**src/verilog/tsp_defines.svh**
```systemverilog
`ifndef TSP_DEFINES_SVH
`define TSP_DEFINES_SVH

// packet geometry
`define TSP_PACK_BYTES 188
`define TSP_PACK_WORDS 47

`define TSP_FILTER_NUM 4

// bus widths
`define TSP_REG_ADDR_BITS 8
`define TSP_RAM_ADDR_BITS 8 // filter n owns words n*47 .. n*47+46

// host register map
`define TSP_ADDR_INDEX 0
`define TSP_ADDR_PID 1 // enable in bit 16, pid in 12:0
`define TSP_ADDR_READ_REQUEST 2 // write arms, read returns ready
`define TSP_ADDR_TS_DATA_BASE 128 // word 0 of selected buffer

`endif

```
**src/verilog/tsp_pkg.sv**
```systemverilog
package tsp_pkg;

	// one PID filter as seen by the capture engine
	typedef struct packed {
		logic [12:0] pid;
		logic        enable;
		logic        armed; // capture the next matching packet
	} filter_cfg_t;

	typedef enum logic [1:0] {
		CAP_IDLE,
		CAP_HEADER, // bytes 0..2, pid not known yet
		CAP_STORE,
		CAP_SKIP
	} capture_state_t;

	typedef enum logic {
		HOST_IDLE,
		HOST_RAM_WAIT
	} host_state_t;

endpackage

```
**src/verilog/ts_mem_if.sv**
```systemverilog
`timescale 1ns/1ps
`include "tsp_defines.svh"

interface ts_mem_if;
	logic                          req;
	logic                          we;
	logic [`TSP_RAM_ADDR_BITS-1:0] addr;
	logic [31:0]                   wdata;
	logic                          gnt;
	logic [31:0]                   rdata; // valid the cycle after gnt

	// fields held steady until gnt
	modport requester (
		output req,
		output we,
		output addr,
		output wdata,
		input  gnt,
		input  rdata
	);

	modport arbiter (
		input  req,
		input  we,
		input  addr,
		input  wdata,
		output gnt,
		output rdata
	);

endinterface

```
**src/verilog/tsp_host_regs.sv**
```systemverilog
`timescale 1ns/1ps
`include "tsp_defines.svh"

module tsp_host_regs (
	input  logic                          mpeg_clk,
	input  logic                          rst_n,
	input  logic                          wen,
	input  logic                          ren,
	input  logic [`TSP_REG_ADDR_BITS-1:0] waddr,
	input  logic [`TSP_REG_ADDR_BITS-1:0] raddr,
	input  logic [31:0]                   wdata,
	output logic [31:0]                   rdata,
	output logic                          rvalid,
	input  logic                          capture_done,
	input  logic [1:0]                    capture_index,
	output tsp_pkg::filter_cfg_t          filter_cfg [`TSP_FILTER_NUM],
	ts_mem_if.requester                   host_mem
);
	import tsp_pkg::*;

	host_state_t                   state;
	logic [1:0]                    sel_idx;
	logic [`TSP_FILTER_NUM-1:0]    ready;
	logic                          rd_granted; // ram word arrives next cycle
	logic                          data_hit;
	logic [`TSP_REG_ADDR_BITS-1:0] word_ofs;
	logic [`TSP_RAM_ADDR_BITS-1:0] sel_base;

	assign word_ofs = raddr - `TSP_REG_ADDR_BITS'(`TSP_ADDR_TS_DATA_BASE);
	assign data_hit = (raddr >= `TSP_REG_ADDR_BITS'(`TSP_ADDR_TS_DATA_BASE)) &&
		(word_ofs < `TSP_REG_ADDR_BITS'(`TSP_PACK_WORDS));
	assign sel_base = `TSP_RAM_ADDR_BITS'(sel_idx * `TSP_PACK_WORDS);

	assign host_mem.we = 1'b0; // read only port
	assign host_mem.wdata = '0;

	// filter table and ready flags
	always_ff @(posedge mpeg_clk) begin
		if (!rst_n) begin
			sel_idx <= '0;
			ready <= '0;
			for (int i = 0; i < `TSP_FILTER_NUM; i++) begin
				filter_cfg[i] <= '0;
			end
		end else begin
			if (capture_done) begin
				ready[capture_index] <= 1'b1;
				filter_cfg[capture_index].armed <= 1'b0;
			end
			if (wen) begin // host write wins over a same-cycle capture
				case (waddr)
					`TSP_ADDR_INDEX: sel_idx <= wdata[1:0];
					`TSP_ADDR_PID: begin
						filter_cfg[sel_idx].pid <= wdata[12:0];
						filter_cfg[sel_idx].enable <= wdata[16];
					end
					`TSP_ADDR_READ_REQUEST: begin
						filter_cfg[sel_idx].armed <= 1'b1;
						ready[sel_idx] <= 1'b0;
					end
					default: ;
				endcase
			end
		end
	end

	// read sequencing
	always_ff @(posedge mpeg_clk) begin
		if (!rst_n) begin
			state <= HOST_IDLE;
			rdata <= '0;
			rvalid <= 1'b0;
			rd_granted <= 1'b0;
			host_mem.req <= 1'b0;
		end else begin
			rvalid <= 1'b0;
			case (state)
				HOST_IDLE: begin
					if (ren && data_hit) begin
						host_mem.req <= 1'b1;
						state <= HOST_RAM_WAIT;
					end else if (ren) begin
						rvalid <= 1'b1;
						case (raddr)
							`TSP_ADDR_INDEX: rdata <= {30'd0, sel_idx};
							`TSP_ADDR_PID: rdata <= {15'd0, filter_cfg[sel_idx].enable, 3'd0,
								filter_cfg[sel_idx].pid};
							`TSP_ADDR_READ_REQUEST: rdata <= {31'd0, ready[sel_idx]};
							default: rdata <= '0;
						endcase
					end
				end
				HOST_RAM_WAIT: begin
					if (rd_granted) begin
						rdata <= host_mem.rdata;
						rvalid <= 1'b1;
						rd_granted <= 1'b0;
						state <= HOST_IDLE;
					end else if (host_mem.req && host_mem.gnt) begin
						host_mem.req <= 1'b0;
						rd_granted <= 1'b1;
					end
				end
			endcase
		end
	end

	always_ff @(posedge mpeg_clk) begin
		if (state == HOST_IDLE && ren && data_hit)
			host_mem.addr <= sel_base + `TSP_RAM_ADDR_BITS'(word_ofs);
	end

endmodule

```
**src/flat_wrapper.sv**
```systemverilog
// flat-port wrapper written by rule: the top's interface ports become plain ports
module tsp_host_regs_flat import tsp_pkg::*;
  (mpeg_clk, rst_n, wen, ren, waddr, raddr, wdata, rdata, rvalid, capture_done, capture_index, filter_cfg, host_mem_req, host_mem_we, host_mem_addr, host_mem_wdata, host_mem_gnt, host_mem_rdata);
  ts_mem_if host_mem_i ();
  input  logic mpeg_clk;
  input  logic rst_n;
  input  logic wen;
  input  logic ren;
  input  logic [`TSP_REG_ADDR_BITS-1:0] waddr;
  input  logic [`TSP_REG_ADDR_BITS-1:0] raddr;
  input  logic [31:0] wdata;
  output logic [31:0] rdata;
  output logic rvalid;
  input  logic capture_done;
  input  logic [1:0] capture_index;
  output tsp_pkg::filter_cfg_t filter_cfg[`TSP_FILTER_NUM];
  output wire logic [$bits(host_mem_i.req)-1:0] host_mem_req;
  output wire logic [$bits(host_mem_i.we)-1:0] host_mem_we;
  output wire logic [$bits(host_mem_i.addr)-1:0] host_mem_addr;
  output wire logic [$bits(host_mem_i.wdata)-1:0] host_mem_wdata;
  input wire logic [$bits(host_mem_i.gnt)-1:0] host_mem_gnt;
  input wire logic [$bits(host_mem_i.rdata)-1:0] host_mem_rdata;
  assign host_mem_req = host_mem_i.req;
  assign host_mem_we = host_mem_i.we;
  assign host_mem_addr = host_mem_i.addr;
  assign host_mem_wdata = host_mem_i.wdata;
  assign host_mem_i.gnt = host_mem_gnt;
  assign host_mem_i.rdata = host_mem_rdata;
  tsp_host_regs u_core (.mpeg_clk(mpeg_clk), .rst_n(rst_n), .wen(wen), .ren(ren), .waddr(waddr), .raddr(raddr), .wdata(wdata), .rdata(rdata), .rvalid(rvalid), .capture_done(capture_done), .capture_index(capture_index), .filter_cfg(filter_cfg), .host_mem(host_mem_i));
endmodule
```
**config.mk**
```make
export PLATFORM = sky130hd
export DESIGN_NAME = tsp_host_regs_flat
export DESIGN_NICKNAME = d
export VERILOG_FILES = /design/src/verilog/tsp_pkg.sv /design/src/verilog/ts_mem_if.sv /design/src/verilog/tsp_host_regs.sv /design/src/flat_wrapper.sv
export VERILOG_INCLUDE_DIRS = /design/src /design/src/verilog
export SDC_FILE = /design/constraint.sdc
export NUM_CORES = 1
export LEC_CHECK = 0
export ABC_CLOCK_PERIOD_IN_PS = 7500
export BUFFER_PORTS_ARGS = -buffer_cell sky130_fd_sc_hd__buf_2
export CAP_MARGIN = 20
export CORE_UTILIZATION = 40
export CTS_CLUSTER_DIAMETER = 80
export DETAILED_ROUTE_END_ITERATION = 8
export PLACE_DENSITY = 0.69
export SYNTH_ARGS = -nofsm -noshare
export SYNTH_HDL_FRONTEND = slang
export SYNTH_SLANG_ARGS = --single-unit
```
**constraint.sdc**
```tcl
create_clock -name mpeg_clk -period 7.5 [get_ports mpeg_clk]
set_input_delay 1.125 -clock mpeg_clk [delete_from_list [all_inputs] [get_ports mpeg_clk]]
set_output_delay 1.125 -clock mpeg_clk [all_outputs]
set_load 0.02 [all_outputs]
```
# == After elaboration in Yosys (flattened, before gate mapping) ==
# Cells that the tools add are included.
# W data, S select, Z words.
# word_totals
reg_bits,110
latch_bits,0
ramBits,0
mem_bits_ro,0
inputBits,88
out_inout_bits,135
word_cells,110
mem_count,0
# op_classes
n_addsub,2
n_mul,1
n_div,0
order_cmp,10
eq_ne,10
n_shift,0
mux,47
bitwise,6
n_reduce_logical,14
# op_table
cell,count
$bwmux W60,4
$mux W60,3
$demux W15 S2,4
$pmux W60 S2,1
$mux W32,3
$pmux W32 S2,1
$pmux W17 S3,1
$mux W15,3
$bmux W15 S2,1
$eq A8 B1 Y1 const B,2
$eq A8 B2 Y1 const B,2
$logic_not A8 Y1,2
$mux W4,4
$mux W1,15
$ne A2 B2 Y1 const B,5
$logic_and A1 B1 Y1,9
$add A8 B8 Y8,1
$ge A8 B8 Y1 const B,1
$lt A8 B6 Y1 const B,1
$mul A2 B6 Y8 const B,1
$sub A8 B8 Y8 const B,1
$ge A3 B3 Y1 const B,2
$lt A2 B3 Y1 const B,2
$lt A3 B1 Y1 const B,2
13 further kinds,19

# == Logic depth before layout (Yosys ltp) ==
# logic_depth
word_depth,12
ltp_mapped,12
depth_no_buf,10

# == Least setup slack after synthesis ==
# Ideal clock, no wire load.
# synth_timing
kind,register to register
from,reg u_core.sel_idx[0]
to,reg u_core.host_mem.addr[7] (data pin)
setup_ns,0.260
arrival_time_ns,3.186
t_required_ns,7.240
setup_slack_ns,4.055
path_stages_with_launch,13
n_path_buf,2
synth_period_minus_slack_ns,3.445
cell_sequence,dfxtp_1 clkbuf_1 buf_2 inv_1 fa_1 inv_1 ha_1 fa_1 a21o_1 a21oi_1 o21bai_1 a21oi_1 xnor2_1
# synth_between
elab_chain_len,2
# synth_rtl
element,line,source
"start, declared",tsp_host_regs.sv:22,logic [1:0] sel_idx;
"start signal, assigned",tsp_host_regs.sv:52,`TSP_ADDR_INDEX: sel_idx <= wdata[1:0];
$mul A2 B6 Y8 (no source line),n/a,
$add A8 B8 Y8,tsp_host_regs.sv:110,host_mem.addr <= sel_base + `TSP_RAM_ADDR_BITS'(word_ofs);
"end signal, assigned",tsp_host_regs.sv:110,
"end, declared",ts_mem_if.sv:16,"output addr,"
# No other way between the ends.
# A chain may end at the register's enable or synchronous reset.

# == Final worst setup path ==
# layout_timing
from,in raddr[1]
to,reg u_core.host_mem.addr[7] (data pin)
# layout_between
elab_chain_len,2
# layout_rtl
element,line,source
"start, declared",flat_wrapper.sv:10,input logic [`TSP_REG_ADDR_BITS-1:0] raddr;
$sub A8 B8 Y8,tsp_host_regs.sv:29,assign word_ofs = raddr - `TSP_REG_ADDR_BITS'(`TSP_ADDR_TS_DATA_BASE);
$add A8 B8 Y8,tsp_host_regs.sv:110,
# No other way between the ends.

==> flow_summary.json <==
{
  "num_vias": 4109,
  "grt_max_degree": 53,
  "gr-total-overflow": 0,
  "cts_sinks": 110,
  "syn_inst": 488,
  "synth-xor-area-share_pct": 1.05,
  "finalSetupTns_ps": 0,
  "drtIter0Drc": 185,
  "port_buffers": 171,
  "cp_data_required_time_ps": 7610,
  "final_common_cell": "buf_2",
  "cts-resized-gates": 0,
  "synth_edf_count": 8,
  "layout_common_cells": "buf_2 (171), dfxtp_1 (102), nor2_1 (98)",
  "coreArea_sq_um": 12100,
  "grt_use_total_pct": 20.5,
  "place_inst": 802,
  "ios": 223,
  "finalNonFillerCells": 818,
  "crit_arrival_ps": 3350,
  "wirelength_mm": 13.3,
  "synth_top_family_by_area": "multiplexers",
  "hpwl_mm": 9.55,
  "drc": 0,
  "synth-async-reset-ratio_pct": 0,
  "ys_seq_elements": 110,
  "dieHeight_microns": 114,
  "fmax_mhz": 308,
  "wl_per_cell_microns": 16.2,
  "min_period_ps": 3240,
  "worst_pin_slew_ps": 1010,
  "muxShareOfSynthArea_pct": 18.3,
  "p_per_area_nw_per_um2": 198,
  "grt_pass1_wl_mm": 20.3,
  "critical_path_class": "input port to flip-flop",
  "htreeDepth": 3,
  "vdd_ir_drop_max_v": 0.000132,
  "die_area_sq_um": 13000,
  "synth.cell_area_sq_um": 5020,
  "gp_congestion": 0.853,
  "start_util_pct": 41.5,
  "synth_compound_area_share_pct": 10.5,
  "insertion_delay_ps": 360,
  "final_util_pct": 51.2,
  "dr.pass1.iters": 6,
  "ys_types": 45,
  "maxCapViolations": 0,
  "yosys_warnings": 0,
  "yosysSeqAreaShare_pct": 45.4,
  "syn_avg_cell_area_sq_um": 10.3,
  "postCtsHoldBufs": 0,
  "final_hold_viol_count": 0,
  "antenna_found_initial": 0,
  "num_rows": 40,
  "crit_fanout": 5,
  "crit_path_start_kind": "input port",
  "rsz0062_at_grt": "false",
  "synth_ff_type": "dfxtp_1",
  "p_leak_nw": 3.21,
  "netlist.area_leader.share_pct": 40.6,
  "clkSlewWorstSetupHoldPaths_ps": 70,
  "slew_violations": 0,
  "place_area_sq_um": 5870,
  "drive_gt1_share_pct": 32.6,
  "ant_nets": 0,
  "relSlewSlack_pct": 32.2,
  "setup_viol": 0,
  "cts_setup_buffers": 0,
  "area_growth_pct": 23.5,
  "synthAdderAreaFrac_pct": 5.08,
  "clockBufferDepth": 2,
  "final_area_sq_um": 6200,
  "synthTopCellsByArea": "dfxtp_1 (41%), mux2i_1 (12%), nor2_1 (7.3%), mux4_2 (6.3%), buf_4 (4.9%)",
  "fin_crit_sh_pct": 43.2,
  "via_per_inst": 5.02,
  "grt_pass1_vias": 3893,
  "clock-root-buffer": "clkbuf_16",
  "cts_buffers": 9,
  "layout.nets": 751,
  "outcome": "completed",
  "synthSimpleGateAreaFrac_pct": 11.3,
  "holdCritPathClass": "flip-flop to flip-flop",
  "finalClockSkew_ps": 6.75,
  "die_w_microns": 114,
  "cts_tree": "done",
  "synth_top_area_cell": "dfxtp_1",
  "diodes": 0,
  "worst_setup_path_end_kind": "flip-flop"
}
per-stage QoR:
stage / hold WS [ps] / power [mW] / worst slack [ps]
after floorplan: 444 / 0.686 / 4050
after global placement: 459 / 0.712 / 3930
after detailed placement: 468 / 0.714 / 3930
after CTS: 481 / 1.24 / 4300
after global routing: 496 / 1.27 / 4170
final: 481 / 1.23 / 4260
path summary, 6_finish.rpt:
check	slack, ps	from	to	cells after the start
max	4260	raddr[1]	u_core.host_mem.addr[7]	11
min	480	u_core.ready[3]	u_core.ready[3]	2
max reg2reg	4360	u_core.sel_idx[0]	u_core.host_mem.addr[7]	11
min reg2reg	480	u_core.ready[3]	u_core.ready[3]	2
cell families (layout without fill, tap and decap cells):
kind of cell	Yosys count	count (layout)
multiplexers	74	74
AND/OR/NAND/NOR	129	129
adder cells (fa/ha/maj)	18	18
AO/OA/AOI/OAI	78	78
buffers and inverters	72	202
flip-flops	110	110
XOR/XNOR	6	6
other	1	33
worst max-delay path, stage by stage:
cell and delay (ps):
buf_2 130, inv_1 80, fa_1 530, inv_1 40, ha_1 220, fa_1 410
a21o_1 180, a21oi_1 270, o21bai_1 110, a21oi_1 190, xnor2_1 80
cell usage after synthesis (2+ instances only):
master,number
buf_6,2
o21bai_1,3
xnor2_1,5
nand3_1,3
fa_1,4
ha_1,14
a21o_1,2
a22oi_1,21
edfxtp_1,8
mux4_2,14
o21ai_0,17
clkbuf_1,18
inv_1,10
nor4_1,2
a21oi_1,16
or4b_4,2
dfxtp_1,102
nor2_1,98
buf_4,33
buf_2,6
buf_1,2
nand2b_1,4
a221oi_1,14
mux2i_1,59
nor3b_1,2
nand2_1,8
per-layer routing:
layer / part of all wire (%) / up-vias / track usage, %
li1: - / 1972 / -
met1: 43 / 1969 / 26.0
met2: 48 / 150 / 33.5
met3: 7.0 / 18 / 5.61
met4: 1.8 / 0 / 7.36
met5: 0 / - / 0
area by class of cell:
| class | instances | area (sq um) |
|---|---|---|
| Multi-Input combinational cell | 338 | 2450 |
| Clock inverter | 6 | 92.6 |
| Tap cell | 168 | 210 |
| Clock buffer | 10 | 239 |
| Timing Repair Buffer | 175 | 886 |
| Inverter | 11 | 41.3 |
| Sequential cell | 110 | 2280 |
| Fill cell | 1154 | 5910 |
power by group:
part | internal, mW | switching [mW]
Sequential | 0.599 | 0.00487
Clock | 0.304 | 0.222
Combinational | 0.0320 | 0.0652
Total | 0.935 | 0.292
state kept, by name (all words and copies together), names as in the netlist:
register and count:
u_core.rvalid 1, u_core.filter_cfg 60, u_core.host_mem.addr 8, u_core.host_mem.req 1, u_core.rdata 32, u_core.state 1, u_core.sel_idx 2, u_core.ready 4
u_core.rd_granted 1
Note: power is estimated with default switching activity, not from simulation.
