$ cat config.mk
export PLATFORM = sky130hd
export DESIGN_NAME = tsp_pid_capture_flat
export DESIGN_NICKNAME = d
export VERILOG_FILES = /design/src/verilog/tsp_pkg.sv /design/src/verilog/ts_mem_if.sv /design/src/verilog/tsp_pid_capture.sv /design/src/flat_wrapper.sv
export VERILOG_INCLUDE_DIRS = /design/src /design/src/verilog
export SDC_FILE = /design/constraint.sdc
export NUM_CORES = 1
export LEC_CHECK = 0
export ABC_AREA = 1
export BUFFER_PORTS_ARGS = -buffer_cell sky130_fd_sc_hd__buf_2
export CORE_MARGIN = 3
export CORE_UTILIZATION = 30
export DETAILED_ROUTE_END_ITERATION = 10
export PLACE_DENSITY_LB_ADDON = 0.05
export REMOVE_ABC_BUFFERS = 1
export SETUP_SLACK_MARGIN = 0.4
export SLEW_MARGIN = 20
export SYNTH_ARGS = -nofsm -noshare
export SYNTH_HDL_FRONTEND = slang
export SYNTH_SLANG_ARGS = --single-unit
export TNS_END_PERCENT = 30
$ cat constraint.sdc
create_clock -name mpeg_clk -period 2.3 [get_ports mpeg_clk]
set_input_delay 0.23 -clock mpeg_clk [delete_from_list [all_inputs] [get_ports mpeg_clk]]
set_output_delay 0.23 -clock mpeg_clk [all_outputs]
set_load 0.1 [all_outputs]
$ cat src/verilog/tsp_defines.svh
`ifndef TSP_DEFINES_SVH
`define TSP_DEFINES_SVH

// packet geometry
`define TSP_PACK_BYTES 188
`define TSP_PACK_WORDS 47

`define TSP_FILTER_NUM 4

// bus widths
`define TSP_REG_ADDR_BITS 8
`define TSP_RAM_ADDR_BITS 8 // filter n owns words n*47 .. n*47+46

// host register map
`define TSP_ADDR_INDEX 0
`define TSP_ADDR_PID 1 // enable in bit 16, pid in 12:0
`define TSP_ADDR_READ_REQUEST 2 // write arms, read returns ready
`define TSP_ADDR_TS_DATA_BASE 128 // word 0 of selected buffer

`endif

$ cat src/verilog/tsp_pkg.sv
package tsp_pkg;

	// one PID filter as seen by the capture engine
	typedef struct packed {
		logic [12:0] pid;
		logic        enable;
		logic        armed; // capture the next matching packet
	} filter_cfg_t;

	typedef enum logic [1:0] {
		CAP_IDLE,
		CAP_HEADER, // bytes 0..2, pid not known yet
		CAP_STORE,
		CAP_SKIP
	} capture_state_t;

	typedef enum logic {
		HOST_IDLE,
		HOST_RAM_WAIT
	} host_state_t;

endpackage

$ cat src/verilog/ts_mem_if.sv
`timescale 1ns/1ps
`include "tsp_defines.svh"

interface ts_mem_if;
	logic                          req;
	logic                          we;
	logic [`TSP_RAM_ADDR_BITS-1:0] addr;
	logic [31:0]                   wdata;
	logic                          gnt;
	logic [31:0]                   rdata; // valid the cycle after gnt

	// fields held steady until gnt
	modport requester (
		output req,
		output we,
		output addr,
		output wdata,
		input  gnt,
		input  rdata
	);

	modport arbiter (
		input  req,
		input  we,
		input  addr,
		input  wdata,
		output gnt,
		output rdata
	);

endinterface

$ cat src/verilog/tsp_pid_capture.sv
`timescale 1ns/1ps
`include "tsp_defines.svh"

module tsp_pid_capture (
	input  logic                 mpeg_clk,
	input  logic                 rst_n,
	input  logic [7:0]           mpeg_data,
	input  logic                 mpeg_valid,
	input  logic                 mpeg_sync,
	input  tsp_pkg::filter_cfg_t filter_cfg [`TSP_FILTER_NUM],
	ts_mem_if.requester          cap_mem,
	output logic                 capture_done,
	output logic [1:0]           capture_index
);
	import tsp_pkg::*;

	capture_state_t                state;
	logic [7:0]                    byte_cnt; // index of the incoming byte
	logic [5:0]                    word_cnt;
	logic [23:0]                   word_buf; // lanes 0..2 of current word
	logic [1:0]                    cap_idx;
	logic [`TSP_RAM_ADDR_BITS-1:0] cap_base;
	logic                          wr_last;
	logic [12:0]                   pid_now;
	logic                          hit;
	logic [1:0]                    hit_idx;
	logic                          body_byte;
	logic                          decide;
	logic                          store_word;
	logic                          last_granted;

	assign body_byte = mpeg_valid && !mpeg_sync;
	assign decide = body_byte && state == CAP_HEADER && byte_cnt == 8'd2;
	assign store_word = body_byte && state == CAP_STORE && byte_cnt[1:0] == 2'd3;
	assign last_granted = cap_mem.req && cap_mem.gnt && wr_last;

	assign pid_now = {word_buf[12:8], mpeg_data}; // byte1[4:0], byte2
	assign cap_mem.we = 1'b1;

	// lowest numbered filter wins
	always_comb begin
		hit = 1'b0;
		hit_idx = 2'd0;
		for (int i = `TSP_FILTER_NUM - 1; i >= 0; i--) begin
			if (filter_cfg[i].enable && filter_cfg[i].armed &&
				filter_cfg[i].pid == pid_now) begin
				hit = 1'b1;
				hit_idx = 2'(i);
			end
		end
	end

	always_ff @(posedge mpeg_clk) begin
		if (!rst_n) begin
			state <= CAP_IDLE;
			byte_cnt <= '0;
			word_cnt <= '0;
			wr_last <= 1'b0;
			cap_mem.req <= 1'b0;
			capture_done <= 1'b0;
		end else begin
			capture_done <= last_granted;
			if (cap_mem.req && cap_mem.gnt)
				cap_mem.req <= 1'b0;
			if (mpeg_valid && mpeg_sync) begin // restart on byte 0
				state <= CAP_HEADER;
				byte_cnt <= 8'd1;
				word_cnt <= '0;
			end else if (mpeg_valid) begin
				byte_cnt <= byte_cnt + 8'd1;
				case (state)
					CAP_HEADER: begin
						if (byte_cnt == 8'd2)
							state <= hit ? CAP_STORE : CAP_SKIP;
					end
					CAP_STORE: begin
						if (byte_cnt[1:0] == 2'd3) begin
							cap_mem.req <= 1'b1;
							wr_last <= (word_cnt == 6'(`TSP_PACK_WORDS - 1));
							word_cnt <= word_cnt + 6'd1;
						end
						if (byte_cnt == 8'(`TSP_PACK_BYTES - 1))
							state <= CAP_IDLE;
					end
					default: ;
				endcase
			end
		end
	end

	// packing and write fields
	always_ff @(posedge mpeg_clk) begin
		if (mpeg_valid && mpeg_sync)
			word_buf[7:0] <= mpeg_data;
		else if (body_byte && byte_cnt[1:0] != 2'd3)
			word_buf[{byte_cnt[1:0], 3'b000} +: 8] <= mpeg_data;
		if (decide) begin
			cap_idx <= hit_idx;
			cap_base <= `TSP_RAM_ADDR_BITS'(hit_idx * `TSP_PACK_WORDS);
		end
		if (store_word) begin
			cap_mem.wdata <= {mpeg_data, word_buf}; // byte 0 in low lane
			cap_mem.addr <= cap_base + `TSP_RAM_ADDR_BITS'(word_cnt);
		end
		if (last_granted)
			capture_index <= cap_idx;
	end

endmodule

$ cat src/flat_wrapper.sv
// flat-port wrapper written by rule: the top's interface ports become plain ports
module tsp_pid_capture_flat import tsp_pkg::*;
  (mpeg_clk, rst_n, mpeg_data, mpeg_valid, mpeg_sync, filter_cfg, capture_done, capture_index, cap_mem_req, cap_mem_we, cap_mem_addr, cap_mem_wdata, cap_mem_gnt, cap_mem_rdata);
  ts_mem_if cap_mem_i ();
  input  logic mpeg_clk;
  input  logic rst_n;
  input  logic [7:0] mpeg_data;
  input  logic mpeg_valid;
  input  logic mpeg_sync;
  input  tsp_pkg::filter_cfg_t filter_cfg[`TSP_FILTER_NUM];
  output logic capture_done;
  output logic [1:0] capture_index;
  output wire logic [$bits(cap_mem_i.req)-1:0] cap_mem_req;
  output wire logic [$bits(cap_mem_i.we)-1:0] cap_mem_we;
  output wire logic [$bits(cap_mem_i.addr)-1:0] cap_mem_addr;
  output wire logic [$bits(cap_mem_i.wdata)-1:0] cap_mem_wdata;
  input wire logic [$bits(cap_mem_i.gnt)-1:0] cap_mem_gnt;
  input wire logic [$bits(cap_mem_i.rdata)-1:0] cap_mem_rdata;
  assign cap_mem_req = cap_mem_i.req;
  assign cap_mem_we = cap_mem_i.we;
  assign cap_mem_addr = cap_mem_i.addr;
  assign cap_mem_wdata = cap_mem_i.wdata;
  assign cap_mem_i.gnt = cap_mem_gnt;
  assign cap_mem_i.rdata = cap_mem_rdata;
  tsp_pid_capture u_core (.mpeg_clk(mpeg_clk), .rst_n(rst_n), .mpeg_data(mpeg_data), .mpeg_valid(mpeg_valid), .mpeg_sync(mpeg_sync), .filter_cfg(filter_cfg), .cap_mem(cap_mem_i), .capture_done(capture_done), .capture_index(capture_index));
endmodule
# Yosys cells after proc, flatten, opt, wreduce, memory -nomap -nowiden
# Cells that the tools add are included.
dict set report word_totals {
  regBits 95
  in_bits 105
  out_inout_bits 45
  word_cells 91
}
dict set report classes {
  addsub 4
  mul 1
  n_eq_ne 15
  shift 2
  mux 24
  bitwise 2
  reduce_logical 28
}
# op n
set op_table {}
lappend op_table {{$eq 13x13->1} 4}
lappend op_table {{$bwmux 24} 1}
lappend op_table {{$shift 8x7->24 const A} 1}
lappend op_table {{$shiftx 8x7->24} 1}
lappend op_table {{$logic_and 1x1->1} 17}
lappend op_table {{$mux 8} 2}
lappend op_table {{$mux 1} 14}
lappend op_table {{$mux 2} 6}
lappend op_table {{$reduce_and 4->1} 3}
lappend op_table {{$add 8x1->8 const B} 1}
lappend op_table {{$add 8x6->8} 1}
lappend op_table {{$eq 8x2->1 const B} 1}
lappend op_table {{$eq 8x8->1 const B} 1}
lappend op_table {{$mul 2x6->8 const B} 1}
lappend op_table {{$neg 5->7} 1}
lappend op_table {{$add 6x1->6 const B} 1}
lappend op_table {{$eq 6x6->1 const B} 1}
lappend op_table {{$ne 2x2->1 const B} 3}
lappend op_table {{$ne 3x3->1 const B} 2}
lappend op_table {{$reduce_bool 2->1} 3}
lappend op_table {{$eq 2x2->1 const B} 2}
lappend op_table {{$pmux 2 s2} 1}
lappend op_table {{$reduce_and 3->1} 1}
lappend op_table {{$reduce_bool 3->1} 1}
lappend op_table {{other kinds (5)} 6}

# Logic depth before layout (Yosys ltp)
dict set report logic_depth {
  depth_word 11
  ltp_mapped 12
  mapped_depth_nobuf 12
}

# Worst setup path before layout
# Ideal clock, no wire load.
dict set report synth_path {
  kind {register -> register}
  startpoint {register u_core.byte_cnt[0]}
  endpoint {register u_core.cap_mem.addr[0] (enable)}
  setup_ps 385
  arrival_ps 1615
  required_ps 1915
  path_slack_ps 299
  stages_incl_launch_ff 6
  path_buffers 0
  synth_period_minus_slack_ps 2001
  path_cell_list {dfxtp_1 -> ha_1 -> nand2_4 -> nor2_8 -> inv_2 -> nor2_4}
}
dict set report synth_via {
  elab_chain_cells 2
}
# item line_no
set synth_lines {}
lappend synth_lines {{start, declared} tsp_pid_capture.sv:18} ;# logic [7:0] byte_cnt;
lappend synth_lines {{start signal, assigned} tsp_pid_capture.sv:70} ;# byte_cnt <= byte_cnt + 8'd1;
lappend synth_lines {{$eq 2x2->1} tsp_pid_capture.sv:34} ;# assign store_word = body_byte && state == CAP_STORE && byte_cnt[1:0] == 2'd3;
lappend synth_lines {{$logic_and 1x1->1} tsp_pid_capture.sv:34}
lappend synth_lines {{via u_core.store_word} tsp_pid_capture.sv:29} ;# logic store_word;
lappend synth_lines {{end signal, assigned} tsp_pid_capture.sv:103} ;# cap_mem.addr <= cap_base + `TSP_RAM_ADDR_BITS'(word_cnt);
lappend synth_lines {{end, declared} ts_mem_if.sv:16} ;# output addr,
# The timed path passes the listed nets, and every way through them passes these cells.
# A chain may end at the register's enable or synchronous reset.

# Worst setup path in the final report
dict set report layout_path {
  startpoint {register u_core.word_buf[9]}
  endpoint {register u_core.cap_base[1], data pin}
}
dict set report layout_via {
  elab_chain_cells 7
  word_cells_on_any_way 13
  classes_between {mul (1); eq/ne (4); mux (4); reduce/logical (4)}
}
# item line_no
set layout_lines {}
lappend layout_lines {{start, declared} tsp_pid_capture.sv:20} ;# logic [23:0] word_buf;
lappend layout_lines {{start signal, assigned by index} tsp_pid_capture.sv:96} ;# word_buf[{byte_cnt[1:0], 3'b000} +: 8] <= mpeg_data;
lappend layout_lines {{$eq 13x13->1} tsp_pid_capture.sv:46} ;# filter_cfg[i].pid == pid_now) begin
lappend layout_lines {{$logic_and 1x1->1} tsp_pid_capture.sv:45} ;# if (filter_cfg[i].enable && filter_cfg[i].armed &&
lappend layout_lines {{$mux 2 (3 in series)} tsp_pid_capture.sv:45}
lappend layout_lines {{$mux 2 (*)} tsp_pid_capture.sv:45}
lappend layout_lines {{via u_core.hit_idx[1]} tsp_pid_capture.sv:26} ;# logic [1:0] hit_idx;
lappend layout_lines {{$mul 2x6->8 (no source line) (*)} n/a}
lappend layout_lines {{end signal, assigned} tsp_pid_capture.sv:99} ;# cap_base <= `TSP_RAM_ADDR_BITS'(hit_idx * `TSP_PACK_WORDS);
lappend layout_lines {{end, declared} tsp_pid_capture.sv:22} ;# logic [`TSP_RAM_ADDR_BITS-1:0] cap_base;
# Mark *: on every way through the listed nets, which the timed path passes. The rest lies on a longest branch.

==> impl_metrics.py <==
metrics = {
    "cells_and_area": {
        "final-seq-area_mm2": 0.00257,
        "antenna_cells": 0,
        "fill_cells": 1620,
        "drive_above_1_share": 0.278,
        "final_nets": 806,
        "multi_input_area_mm2": 0.00183,
        "final_util": 0.391,
        "syn2layout_area_growth_pct": 26.6,
    },
    "sta": {
        "rsz0062_at_grt": "true",
        "hold_viol_final": 0,
        "slew_violations": 0,
        "finalCritPeriodShare": 0.800,
        "skew_ns": 0.00896,
        "setup_viol": 0,
        "fin_crit_ns": 1.84,
        "timing.fmax_ghz": 0.544,
        "setup_tns_ns": 0,
    },
    "yosys": {
        "synthTopCellsByCount": "nand2_1, inv_1, edfxtp_1",
        "syn_area_mm2": 0.00473,
        "syn_inst": 542,
        "synth.area.top_cells": "edfxtp_1, nand2_1, dfxtp_1",
        "synthFlopType": "edfxtp_1",
        "ys_seq_area_frac": 0.544,
        "synth_edf_count": 73,
        "async_flop_share": 0,
        "yosysWarningCount": 0,
        "postSynthAreaPerCell_um2": 8.73,
        "synth_top_area_frac": 0.463,
        "ys_types": 36,
        "synth_top_area_cell": "edfxtp_1",
        "ys_ff_latch": 92,
        "yosysMostFrequentCell": "nand2_1",
    },
    "floorplanning": {
        "chipHeight_um": 132,
        "rows": 45,
        "ios": 150,
        "coreArea_mm2": 0.0153,
        "die_x_um": 132,
        "dieArea_mm2": 0.0173,
        "initial_utilization": 0.309,
    },
    "global_route": {
        "grt_usage": 0.145,
        "grt_pass1_vias": 3830,
        "gr-total-overflow": 0,
        "grt_start_max_net_pins": 33,
        "antenna_found_initial": 0,
        "grt_pass1_wl_um": 19600,
    },
    "power_and_ir_drop": {
        "ir_drop_mv": 0.357,
        "powerDensity_mw_per_mm2": 589,
        "leakagePower_nw": 2.76,
    },
    "setup_path": {
        "slowest_delay_ns": 0.47,
        "cp.arrival_ns": 1.93,
        "crit_chain": "inv_2 -> nand2_1 -> o21ai_1 -> nor2_1 -> nand2_1 -> nor2_1 -> nand2_2 -> nand2_2 -> a21oi_4 -> inv_2 -> ha_1",
        "crit_path_start_kind": "flip-flop",
        "critPathRequiredTime_ns": 2.40,
        "critPathKind": "flip-flop to flip-flop",
        "cp-end-kind": "flip-flop",
        "crit_fanout": 6,
        "slowest_stage": "edfxtp_1",
    },
    "clocking": {
        "clock_latency_ns": 0.35,
        "tritoncts": "yes",
        "clkSinkCount": 92,
        "cts_buffer_depth": 2,
        "hold_buffers": 0,
        "clkSlewWorstSetupHoldPaths_ns": 0.07,
        "clockRootBuffer": "clkbuf_16",
        "cts_inserted_buffers": 9,
        "h-tree-depth": 3,
    },
    "placed_design": {
        "hpwlAfterDp_um": 9660,
        "place.gp.congestion": 0.849,
        "io_buffers": 116,
    },
    "detailed_routing": {
        "vias_per_cell": 4.27,
        "vias": 3833,
        "drt_iter0_drc": 179,
        "drc": 0,
        "drt-total-wl_um": 12300,
        "drtPass1Iterations": 4,
        "drtAntennaViolNets": 0,
        "routedWlPerCell_um": 13.7,
    },
    "run": {
        "max_cap_viol_count": 0,
    },
    "worst_hold_path": {
        "min_path_type": "primary input to flip-flop",
    },
    "outcome": {
        "status": "finished clean",
    },
}
[registers in the layout (all words and copies together), names as in the netlist]
register and flops:
u_core.byte_cnt 8, u_core.cap_base 6, u_core.cap_idx 1, u_core.cap_mem.addr 8
u_core.cap_mem.req 1, u_core.cap_mem.wdata 32, u_core.capture_done 1, u_core.capture_index 2
u_core.state 2, u_core.word_buf 24, u_core.word_cnt 6, u_core.wr_last 1
[per-layer routing]
metal | track usage | part of all wire | wire length (um) | vias up
met1 | 0.186 | 0.47 | 5790 | 1711
met5 | 0 | 0 | 0 | -
met4 | 0.0519 | 0.017 | 212 | 0
met2 | 0.232 | 0.46 | 5590 | 92
li1 | - | - | - | 2011
met3 | 0.0421 | 0.055 | 677 | 19
[where the power goes]
group,internal (mW),switching [mW]
clock,0.762,0.632
combinational,0.115,0.203
sequential,1.81,0.0117
total,2.68,0.847
[through the flow]
stage               cells  setup WS, ns  total power, mW  hold WS [ns]  area, um^2
finish                898         0.461             3.53         0.154        5990
global route          898         0.338             3.70         0.158        5990
CTS                   895         0.385             3.60         0.132        5940
detailed placement    874         0.280             2.17         0.406        5630
global placement      874         0.284             2.17         0.404        5630
floorplan             540         0.299             2.02         0.329        4720
[cell families after synthesis]
logic type / share of synthesized area
AO/OA/AOI/OAI: 0.0632
flip-flops: 0.544
AND/OR/NAND/NOR: 0.251
buffers and inverters: 0.0762
XOR/XNOR: 0.0130
adder cells (fa/ha/maj): 0.0518
other: 0.000793
[cells in the final DEF, fill, tap and decap left out, types with 2 or more instances in the layout]
cell / n
a21oi_1: 16
a31oi_1: 3
buf_2: 116
buf_4: 13
clkbuf_1: 2
clkbuf_16: 9
dfxtp_1: 18
edfxtp_1: 73
ha_1: 18
inv_1: 75
inv_2: 17
nand2_1: 162
nand2_2: 8
nand3_1: 7
nand4_1: 6
nor2_1: 64
nor2_2: 8
nor2_4: 3
nor3_1: 10
nor4_1: 3
o211ai_1: 3
o211ai_2: 2
o21ai_0: 14
o21ai_1: 7
o21ai_2: 2
xnor2_1: 3
xor2_1: 4
[repair_timing]
| item | 4_1_cts | 5_1_grt |
|---|---|---|
| setup endpoints to repair | 4 | 18 |
| pin swaps | 0 | 4 |
| gates resized for setup | 4 | 13 |
| setup buffers | 5 | 3 |
| endpoints found under the hold margin | 0 | 0 |
[cell type report]
class                           count  share of cell area
Sequential cell                    92               0.430
Multi-Input combinational cell    356               0.305
Timing Repair Buffer              131               0.118
Inverter                           92              0.0576
Tap cell                          211              0.0441
Clock buffer                       12              0.0411
Clock inverter                      4             0.00418
[critical path, delay by kind of cell (launching register included)]
| kind | cells | cell delay (ns) |
|---|---|---|
| fa+ha+maj | 1 | 0.26 |
| buf+inv | 2 | 0.23 |
| flops | 1 | 0.47 |
| compound gates | 2 | 0.23 |
| simple gates | 6 | 0.41 |
[final timing paths]
check	start	end	slack (ns)	depth (start not counted)
setup / recovery	u_core.word_buf[9]	u_core.cap_base[1]	0.46	11
hold / removal	cap_mem_gnt	u_core.capture_done	0.15	3
setup reg to reg	u_core.word_buf[9]	u_core.cap_base[1]	0.46	11
hold reg to reg	u_core.word_buf[21]	u_core.cap_mem.wdata[21]	0.42	0
Note: power is estimated with default switching activity, not from simulation.
