--- config.mk ---
export PLATFORM = sky130hd
export DESIGN_NAME = tsp_mem_arbiter_flat
export DESIGN_NICKNAME = d
export VERILOG_FILES = /design/src/verilog/ts_mem_if.sv /design/src/verilog/tsp_mem_arbiter.sv /design/src/flat_wrapper.sv
export VERILOG_INCLUDE_DIRS = /design/src /design/src/verilog
export SDC_FILE = /design/constraint.sdc
export NUM_CORES = 1
export LEC_CHECK = 0
export ABC_AREA = 1
export ABC_CLOCK_PERIOD_IN_PS = 800
export BUFFER_PORTS_ARGS = -buffer_cell sky130_fd_sc_hd__buf_2
export CORE_AREA = 2 2 87 89
export CTS_CLUSTER_DIAMETER = 50
export DETAILED_ROUTE_END_ITERATION = 16
export DIE_AREA = 0 0 89 91
export HOLD_SLACK_MARGIN = 0.1
export SETUP_SLACK_MARGIN = 0.4
export SLEW_MARGIN = 20
export SYNTH_ARGS = -nofsm -noshare
export SYNTH_HDL_FRONTEND = slang
export SYNTH_SLANG_ARGS = --single-unit
--- constraint.sdc ---
create_clock -name mpeg_clk -period 0.8 [get_ports mpeg_clk]
set_input_delay 0 -clock mpeg_clk [delete_from_list [all_inputs] [get_ports mpeg_clk]]
set_output_delay 0 -clock mpeg_clk [all_outputs]
set_load 0.01 [all_outputs]
--- src/verilog/tsp_defines.svh ---
`ifndef TSP_DEFINES_SVH
`define TSP_DEFINES_SVH

// packet geometry
`define TSP_PACK_BYTES 188
`define TSP_PACK_WORDS 47

`define TSP_FILTER_NUM 4

// bus widths
`define TSP_REG_ADDR_BITS 8
`define TSP_RAM_ADDR_BITS 8 // filter n owns words n*47 .. n*47+46

// host register map
`define TSP_ADDR_INDEX 0
`define TSP_ADDR_PID 1 // enable in bit 16, pid in 12:0
`define TSP_ADDR_READ_REQUEST 2 // write arms, read returns ready
`define TSP_ADDR_TS_DATA_BASE 128 // word 0 of selected buffer

`endif

--- src/verilog/ts_mem_if.sv ---
`timescale 1ns/1ps
`include "tsp_defines.svh"

interface ts_mem_if;
	logic                          req;
	logic                          we;
	logic [`TSP_RAM_ADDR_BITS-1:0] addr;
	logic [31:0]                   wdata;
	logic                          gnt;
	logic [31:0]                   rdata; // valid the cycle after gnt

	// fields held steady until gnt
	modport requester (
		output req,
		output we,
		output addr,
		output wdata,
		input  gnt,
		input  rdata
	);

	modport arbiter (
		input  req,
		input  we,
		input  addr,
		input  wdata,
		output gnt,
		output rdata
	);

endinterface

--- src/verilog/tsp_mem_arbiter.sv ---
`timescale 1ns/1ps

module tsp_mem_arbiter (
	input  logic        mpeg_clk,
	input  logic        rst_n,
	ts_mem_if.arbiter   cap_mem,
	ts_mem_if.arbiter   host_mem,
	ts_mem_if.requester ram
);

	logic cap_sel;
	logic rd_owner_cap; // last granted read came from capture port

	assign cap_sel = cap_mem.req; // capture always wins

	assign ram.req = cap_mem.req | host_mem.req;
	assign ram.we = cap_sel ? cap_mem.we : host_mem.we;
	assign ram.addr = cap_sel ? cap_mem.addr : host_mem.addr;
	assign ram.wdata = cap_sel ? cap_mem.wdata : host_mem.wdata;

	assign cap_mem.gnt = cap_mem.req & ram.gnt;
	assign host_mem.gnt = !cap_mem.req & host_mem.req & ram.gnt;

	always_ff @(posedge mpeg_clk) begin
		if (!rst_n)
			rd_owner_cap <= 1'b0;
		else if (ram.req && ram.gnt && !ram.we)
			rd_owner_cap <= cap_sel;
	end

	// route the returned word to its owner
	assign cap_mem.rdata = rd_owner_cap ? ram.rdata : '0;
	assign host_mem.rdata = rd_owner_cap ? '0 : ram.rdata;

endmodule

--- src/flat_wrapper.sv ---
// flat-port wrapper written by rule: the top's interface ports become plain ports
module tsp_mem_arbiter_flat 
  (mpeg_clk, rst_n, cap_mem_req, cap_mem_we, cap_mem_addr, cap_mem_wdata, cap_mem_gnt, cap_mem_rdata, host_mem_req, host_mem_we, host_mem_addr, host_mem_wdata, host_mem_gnt, host_mem_rdata, ram_req, ram_we, ram_addr, ram_wdata, ram_gnt, ram_rdata);
  ts_mem_if cap_mem_i ();
  ts_mem_if host_mem_i ();
  ts_mem_if ram_i ();
  input  logic mpeg_clk;
  input  logic rst_n;
  input wire logic [$bits(cap_mem_i.req)-1:0] cap_mem_req;
  input wire logic [$bits(cap_mem_i.we)-1:0] cap_mem_we;
  input wire logic [$bits(cap_mem_i.addr)-1:0] cap_mem_addr;
  input wire logic [$bits(cap_mem_i.wdata)-1:0] cap_mem_wdata;
  output wire logic [$bits(cap_mem_i.gnt)-1:0] cap_mem_gnt;
  output wire logic [$bits(cap_mem_i.rdata)-1:0] cap_mem_rdata;
  input wire logic [$bits(host_mem_i.req)-1:0] host_mem_req;
  input wire logic [$bits(host_mem_i.we)-1:0] host_mem_we;
  input wire logic [$bits(host_mem_i.addr)-1:0] host_mem_addr;
  input wire logic [$bits(host_mem_i.wdata)-1:0] host_mem_wdata;
  output wire logic [$bits(host_mem_i.gnt)-1:0] host_mem_gnt;
  output wire logic [$bits(host_mem_i.rdata)-1:0] host_mem_rdata;
  output wire logic [$bits(ram_i.req)-1:0] ram_req;
  output wire logic [$bits(ram_i.we)-1:0] ram_we;
  output wire logic [$bits(ram_i.addr)-1:0] ram_addr;
  output wire logic [$bits(ram_i.wdata)-1:0] ram_wdata;
  input wire logic [$bits(ram_i.gnt)-1:0] ram_gnt;
  input wire logic [$bits(ram_i.rdata)-1:0] ram_rdata;
  assign cap_mem_i.req = cap_mem_req;
  assign cap_mem_i.we = cap_mem_we;
  assign cap_mem_i.addr = cap_mem_addr;
  assign cap_mem_i.wdata = cap_mem_wdata;
  assign cap_mem_gnt = cap_mem_i.gnt;
  assign cap_mem_rdata = cap_mem_i.rdata;
  assign host_mem_i.req = host_mem_req;
  assign host_mem_i.we = host_mem_we;
  assign host_mem_i.addr = host_mem_addr;
  assign host_mem_i.wdata = host_mem_wdata;
  assign host_mem_gnt = host_mem_i.gnt;
  assign host_mem_rdata = host_mem_i.rdata;
  assign ram_req = ram_i.req;
  assign ram_we = ram_i.we;
  assign ram_addr = ram_i.addr;
  assign ram_wdata = ram_i.wdata;
  assign ram_i.gnt = ram_gnt;
  assign ram_i.rdata = ram_rdata;
  tsp_mem_arbiter u_core (.mpeg_clk(mpeg_clk), .rst_n(rst_n), .cap_mem(cap_mem_i), .host_mem(host_mem_i), .ram(ram_i));
endmodule
=== Yosys cells after proc, flatten, opt, wreduce, memory -nomap -nowiden ===
Index checks and enable logic that the tools add are counted.

* Register bits: 1
* Bits of input ports: 119
* Logic and storage cells: 14
* Output and inout port bits: 108

* Bitwise gates (word level): 4
* Multiplexer cells: 5
* Reductions and logical operators: 4

{| class="wikitable"
|+ Operators by type and width
! kind !! count
|-
| 32-bit 2-to-1 mux || 3
|-
| 8-bit 2-to-1 mux || 1
|-
| 1-bit bitwise AND || 3
|-
| 1-bit logical AND || 2
|-
| 1-bit zero test || 2
|-
| 1-bit 2-to-1 mux || 1
|-
| 1-bit OR || 1
|}

=== Depth between registers and ports, before layout ===
Gate-level depths: netlist of run 1.

* Depth in word-level cells: 3
* Depth in mapped cells: 7
* Depth with buffers taken out: 6

=== Worst setup path after synthesis of run 1 ===
No wires, ideal clock.

* Path kind: flip-flop to output port
* Start: register u_core.rd_owner_cap
* End: output port host_mem_rdata[10]
* Data arrival time: 0.782 ns
* Required time: 0.800 ns
* Buffers on the path: 2
* Path slack: 0.018 ns
* Cell stages (with the launch flop): 4
* Path through: dfxtp_1 buf_2 buf_2 nor2_1

* Longest elaborated chain between the ends: 1

{| class="wikitable"
|+ Ends and longest elaborated chain
! item !! line !! RTL
|-
| start, declared || tsp_mem_arbiter.sv:12 || <nowiki>logic rd_owner_cap;</nowiki>
|-
| start signal, assigned || tsp_mem_arbiter.sv:28 || <nowiki>rd_owner_cap <= cap_sel;</nowiki>
|-
| 32-bit 2-to-1 mux || tsp_mem_arbiter.sv:33 || <nowiki>assign host_mem.rdata = rd_owner_cap ? '0 : ram.rdata;</nowiki>
|-
| end, declared || flat_wrapper.sv:20 || <nowiki>output wire logic [$bits(host_mem_i.rdata)-1:0] host_mem_rdata;</nowiki>
|}

Every way passes these cells.

=== Final worst setup path of run 1 ===
* Start: register u_core.rd_owner_cap
* End: output port cap_mem_rdata[11]

* Longest elaborated chain between the ends: 1

{| class="wikitable"
|+ Ends and longest elaborated chain
! item !! line !! RTL
|-
| 32-bit 2-to-1 mux || tsp_mem_arbiter.sv:32 || <nowiki>assign cap_mem.rdata = rd_owner_cap ? ram.rdata : '0;</nowiki>
|-
| end, declared || flat_wrapper.sv:14 || <nowiki>output wire logic [$bits(cap_mem_i.rdata)-1:0] cap_mem_rdata;</nowiki>
|}

Every way passes these cells.

==> summary.md, run 1 <==
| Metric | Value |
|---|---|
| Status | finished, violations left |
| Highest clock rate | 1130 MHz |
| Area leader, netlist | nand2_1 |
| Failing checks | setup timing |
| Post-synth top area share | 53.8% |
| Top cells by area, synth | nand2_1, inv_1, nor2_1 |
| Antenna violations before repair | 0 |
| FP Rows | 31 |
| Remaining antenna violation count | 0 |
| Die height | 91 um |
| Fin util | 67.4% |
| Synth cell types | 8 |
| Ys async rst share | 0% |
| Synthesized cell area | 1120 um2 |
| Peak VDD IR | 0.324 mV |
| IO buf count | 226 |
| LEAKAGE | 0.00293 uW |
| Slew HR | 90.9% |
| Main synth FF type | dfxtp_1 |
| Final hold vios | 0 |
| Clk pin slew, worst setup/hold paths | 0 ns |
| Share of layout cells above drive strength 1 | 90.4% |
| Largest stage delay on the critical path | 0.36 ns |
| Via count | 2593 |
| Max reg flops | 1 |
| Detailed-route wire length | 8680 um |
| Clock latency on the worst-skew pair | 0 ns |
| Clk_skew | 0 ns |
| Full die area | 8100 um2 |
| First-pass GRT wire length | 13100 um |
| Diodes inserted | 0 |
| CP Cell Sequence | buf_12 -> buf_12 -> nand2_4 -> inv_2 -> buf_6 |
| Nets | 652 |
| Synth top cells by count | nand2_1, inv_1, nor2_1, buf_2 |
| Flops & latches, synth | 1 |
| Post-layout min period | 0.881 ns |
| Die X | 89 um |
| Biggest register | u_core.rd_owner_cap |
| CP most frequent cell | buf_12 |
| DRT iter0 DRCs | 29 |
| Pin count of the biggest net entering global routing | 14 |
| Worst Setup Slack, final | -0.0813 ns |
| Largest regs | u_core.rd_owner_cap: 1 flops |
| Synthesized Nets | 404 |
| Post-CTS Hold Buffers | 0 |
| GRT Overall Usage | 19.7% |
| Max Cap Viol | 0 |
| Top-count cell post-synth | nand2_1 |
| Area growth, synth to finish | 331% |
| WP data required | 0.80 ns |
| Per-cell routed wire length | 13.8 um |
| Core area | 7140 um2 |
| Critical path class | register to output port |
| RSZ-0062 raised after global routing | yes |
| HP Class | primary input to register |
| Post-placement cell count | 605 |
| Total grt overflow | 0 |
| CP Data Arrival Time | 0.88 ns |
| # setup viols final | 64 |
| Seq/Total Area, Yosys | 1.79% |
| Fin cells | 630 |
| Final worst-path cycle share | 110% |
| Initial Util | 15.7% |
| Worst-Margin Slew | 0.137 ns |
| Worst slack at placement | -0.0750 ns |
| Max-slew violations | 0 |
| Syn Area/Cell | 3.92 um2 |
| Hold_ws | 0.226 ns |
| Post-synth EDFFs | 0 |
| Detailed placement HPWL | 5020 um |
| Mapped Cells | 285 |
| Slowest CP cell | dfxtp_4 |
| Synth Warn # | 0 |
| Via density per instance | 4.12 |
| Top Ports | 227 |
| Crit path max fanout | 7 |
| Power density over cell area | 593 nW/um2 |
| Crit end category | output port |
| Post-route DRC | 0 |
| Final GP Congestion | 0.793 |
| CP Launch Type | register |
| Number of global-route vias before repair | 2778 |
| First drt pass iteration count | 4 |
## final cells by class
class,count,area (um2)
repair buffers,262,2600
well taps,99,124
multi-input cells,196,1770
inverters,72,297
fillers,526,2320
flip-flops and latches,1,23.8
## metrics by stage
step	area, um2	power [uW]	TNS, ns
CTS	4600	2710	-1.68
detailed placement	2890	1630	-1.50
global route	4810	3030	-4.24
finish	4810	2850	-2.90
global placement	2890	1620	-0.985
floorplan	1700	977	0
## cells in the final DEF (no fill, tap or decap)
| cell type | count |
|---|---|
| clkinv_16 | 1 |
| nor2_1 | 1 |
| nand2_8 | 1 |
| nand2_2 | 67 |
| inv_1 | 37 |
| nand2_1 | 13 |
| buf_4 | 1 |
| buf_12 | 14 |
| nand2_4 | 79 |
| buf_8 | 3 |
| inv_2 | 34 |
| a21oi_2 | 1 |
| nor2_4 | 34 |
| dfxtp_4 | 1 |
| buf_6 | 109 |
| buf_2 | 119 |
| buf_16 | 16 |
## report_power, final
part           leakage [uW]  switching, uW  internal (uW)  total [uW]
registers        0.00000890           4.63           52.0        56.6
logic               0.00292           1280           1520        2800
clock network             0              0              0           0
total               0.00293           1280           1570        2850
## cell families (layout without fill, tap and decap cells)
| kind of cell | Yosys count | in the layout | share of synthesized area, % |
|---|---|---|---|
| AOI/OAI and AO/OA | 1 | 1 | 0.784 |
| buffers and inverters | 88 | 334 | 31.9 |
| DFF | 1 | 1 | 1.79 |
| and+or+nand+nor | 195 | 195 | 65.5 |
## per-layer routing
metal / routed length [um] / up-vias / track usage, %
li1: - / 1271 / -
met1: 2860 / 1148 / 20.3
met2: 4850 / 157 / 39.9
met3: 748 / 17 / 2.64
met4: 216 / 0 / 5.22
met5: 0 / - / 0
## timing repair
action	in CTS	in global routing
pin swaps	14	25
gates cloned	14	0
endpoints found under the setup margin	109	109
setup buffers	9	2
gates resized for setup	273	47
## critical path: cells and delay by family, from the launching register on
kind / cells / cell delay [ns]
buffers and inverters: 4 / 0.46
DFF: 1 / 0.36
and+or+nand+nor: 1 / 0.05
## path summary, 6_finish.rpt
path | start | endpoint | slack [ns] | depth (start not counted)
worst min register to register | u_core.rd_owner_cap$_SDFFE_PN0P_ | u_core.rd_owner_cap$_SDFFE_PN0P_ | 0.76 | 4
worst max register to register | u_core.rd_owner_cap$_SDFFE_PN0P_ | u_core.rd_owner_cap$_SDFFE_PN0P_ | -0.05 | 4
worst min-delay path | rst_n | u_core.rd_owner_cap$_SDFFE_PN0P_ | 0.23 | 3
worst max-delay path | u_core.rd_owner_cap$_SDFFE_PN0P_ | cap_mem_rdata[11] | -0.08 | 5
No activity file was read; power rests on OpenSTA's default activity.
==> inputs of run 2 (changes only) <==
Settings changed: ABC_AREA 1 to 0, CORE_AREA 2 2 87 89 to 2 2 88 90, DIE_AREA 0 0 89 91 to 0 0 90 92.
==> run 2 against run 1 <==
Net effect:
- the flow still finishes with violations (setup timing)
- register-to-register slack about the same
- global-route usage decreased by 7.3 points
- sequential share of layout area grew 0.23 points
- first-iteration DRC count down 41%
- worst hold slack improved by 0.033 ns
- flip-flop and latch count unchanged
- highest routed layer unchanged
- synthesized cell count is 56% lower
- clock skew is the same
- via count is 30% lower
- critical path type unchanged
==> summary.md, run 2 <==
| Metric | Value |
|---|---|
| Status | finished, violations left |
| Failing checks | setup timing |
| Largest stage delay on the critical path | 0.38 ns |
| R2R Setup Slk | -0.06 ns |
| Critical path depth | 3 |
| Share of layout cells above drive strength 1 | 91.5% |
| Final worst-path cycle share | 109% |
| Synth Warn # | 0 |
| Mapped Cells | 125 |
| Metal-1 WL | 2060 um |
| Syn Area/Cell | 9.53 um2 |
| Post-layout min period | 0.871 ns |
| Total grt overflow | 0 |
| Leading cell type in the layout, fill and taps excluded | buf_2 |
| Clk pin slew, worst setup/hold paths | 0 ns |
| DR WL met2 | 3320 um |
| First-pass GRT wire length | 8640 um |
| CP Launch Type | register |
| Final hold vios | 0 |
| Final instance area | 3290 um2 |
| Synth top cells by count | mux2_4, and2_1, nor2b_1, buf_2, mux2_2 |
| Largest family of logic cells by synthesized area | multiplexers |
| Area growth, synth to finish | 176% |
| HP Class | primary input to register |
| Post-synth top area share | 46.6% |
| Highest clock rate | 1150 MHz |
| LEAKAGE | 0.00187 uW |
| Final GP Congestion | 0.794 |
| Top Ports | 227 |
| Cell Area, Placed | 2550 um2 |
| GRT Overall Usage | 12.5% |
| XOR/XNOR Fraction of Synth Area | 0% |
| Top delay family on crit path | flip-flops |
| Synthesized Nets | 244 |
| Max reg flops | 1 |
| Detailed-route wire length | 5910 um |
| Synth Area in Compound Gates | 0.840% |
| Buf/Inv on CP | 2 |
| Worst-Margin Slew | 0.174 ns |
| DRT iter0 DRCs | 17 |
| CP Capture Point | host_mem_rdata[18] |
| RSZ-0062 raised after global routing | yes |
| Antenna violations before repair | 0 |
| Die X | 90 um |
| Via density per instance | 3.97 |
| Worst setup path startpoint | u_core.rd_owner_cap$_SDFFE_PN0P_ |
| Power density over cell area | 602 nW/um2 |
| Post-CTS Hold Buffers | 0 |
| Crit end category | output port |
| Top Layer Used | met4 |
| Pin count of the biggest net entering global routing | 29 |
| Detailed placement HPWL | 4140 um |
| Initial Util | 16.0% |
| Simple-gate area share of the yosys netlist | 37.0% |
| Peak VDD IR | 0.306 mV |
| Synth cell types | 16 |
| Seq/Total Area, Yosys | 1.68% |
| Adder-cell area share of the yosys netlist | 0% |
| Synthesized cell area | 1190 um2 |
| CP Cell Sequence | clkbuf_16 -> nor2b_2 -> buf_2 |
| IO buf count | 226 |
| Mux cell area share after synthesis | 50.4% |
| R2r endpoint | u_core.rd_owner_cap$_SDFFE_PN0P_ |
| Area leader, netlist | mux2_4 |
| Most frequent cells in the layout | buf_2, buf_6, mux2_4 |
| Crit path max fanout | 14 |
| Largest regs | u_core.rd_owner_cap: 1 flops |
| Nets | 474 |
| Max Cap Viol | 0 |
| Post-synth EDFFs | 0 |
| # setup viols final | 64 |
| WP data required | 0.80 ns |
| Flops & latches, synth | 1 |
| Remaining antenna violation count | 0 |
| Full die area | 8280 um2 |
| Top cells by area, synth | mux2_4, and2_1, nor2b_1 |
| Reg2Reg Depth | 2 |
| Max-slew violations | 0 |
| Clk_skew | 0 ns |
| CP Data Arrival Time | 0.87 ns |
| Core area | 7450 um2 |
| First drt pass iteration count | 3 |
| Per-cell routed wire length | 13.0 um |
| Top-count cell post-synth | mux2_4 |
| Critical R2R Launch | u_core.rd_owner_cap$_SDFFE_PN0P_ |
| Met3 WL | 503 um |
| Critical path class | register to output port |
| Slew HR | 88.4% |
| Diodes inserted | 0 |
| Number of global-route vias before repair | 1817 |
| Slowest CP cell | dfxtp_4 |
| Clock latency on the worst-skew pair | 0 ns |
| Post-route DRC | 0 |
| Worst slack at placement | -0.139 ns |
| Die height | 92 um |
| Via count | 1807 |
| Ys async rst share | 0% |
| Worst Setup Slack, final | -0.0715 ns |
| Biggest register | u_core.rd_owner_cap |
| FP Rows | 32 |
| Main synth FF type | dfxtp_1 |
-- run 2: cell types whose count changed in the layout (fill, tap and decap cells not counted), sizes merged, moves of 23 or more --
cell,previous run,this run
nor2b,0,32
and2,0,33
nor2,35,1
nand2,160,1
buf,262,239
inv,71,0
mux2,0,41
-- run 2: how the worst min path moves through the flow --
stage                     cells after the start                               end          from
final                                         2  u_core.rd_owner_cap$_SDFFE_PN0P_         rst_n
after detailed placement                      2  u_core.rd_owner_cap$_SDFFE_PN0P_         rst_n
after CTS                                     2  u_core.rd_owner_cap$_SDFFE_PN0P_         rst_n
after floorplan                               1                           ram_req  host_mem_req
after global routing                          2  u_core.rd_owner_cap$_SDFFE_PN0P_         rst_n
after global placement                        2  u_core.rd_owner_cap$_SDFFE_PN0P_         rst_n
-- run 2: area by class of cell --
cell class	instances	area, um2
timing repair buffer	240	1920
multi-input combinational	112	1220
sequential	1	23.8
tap	102	128
fill	695	4160
-- run 2: cells by family after synthesis --
| logic type | count (synthesis) |
|---|---|
| AO/OA/AOI/OAI | 1 |
| buffers and inverters | 12 |
| multiplexers | 41 |
| AND/OR/NAND/NOR | 70 |
| flip-flops | 1 |
-- run 2: power by group --
part,switching [uW],internal [uW]
Clock,0,0
Combinational,699,1220
Sequential,11.5,52.3
-- run 2: worst reg2reg max path, cell delays in order (launching register included) --
cell and delay (ns):
dfxtp_4 0.38, buf_6 0.15, o211a_1 0.21
-- run 2: timing repair --
item                       4_1_cts  5_1_grt
pin swaps                        1        1
gates cloned                     6        1
gates resized for setup         89        6
buffers inserted                 2        0
setup endpoints to repair      109      109
-- run 2: stage by stage --
stage | cells | setup TNS, ns | total power, uW | utilization (%) | hold WS (ns)
after global routing | 455 | -3.33 | 2090 | 44.2 | 0.262
final | 455 | -1.64 | 1980 | 44.2 | 0.259
after global placement | 446 | -4.24 | 1470 | 34.3 | 0.267
after CTS | 454 | -1.59 | 1960 | 43.6 | 0.263
after floorplan | 125 | -0.420 | 867 | - | 0.102
after detailed placement | 446 | -5.72 | 1480 | 34.3 | 0.257
-- run 2: routing by layer --
metal  GRT usage [%]  up-vias
li1                -      873
met1            13.3      813
met2            26.1      119
met3            2.38        2
met4           0.641        0
met5               0        -
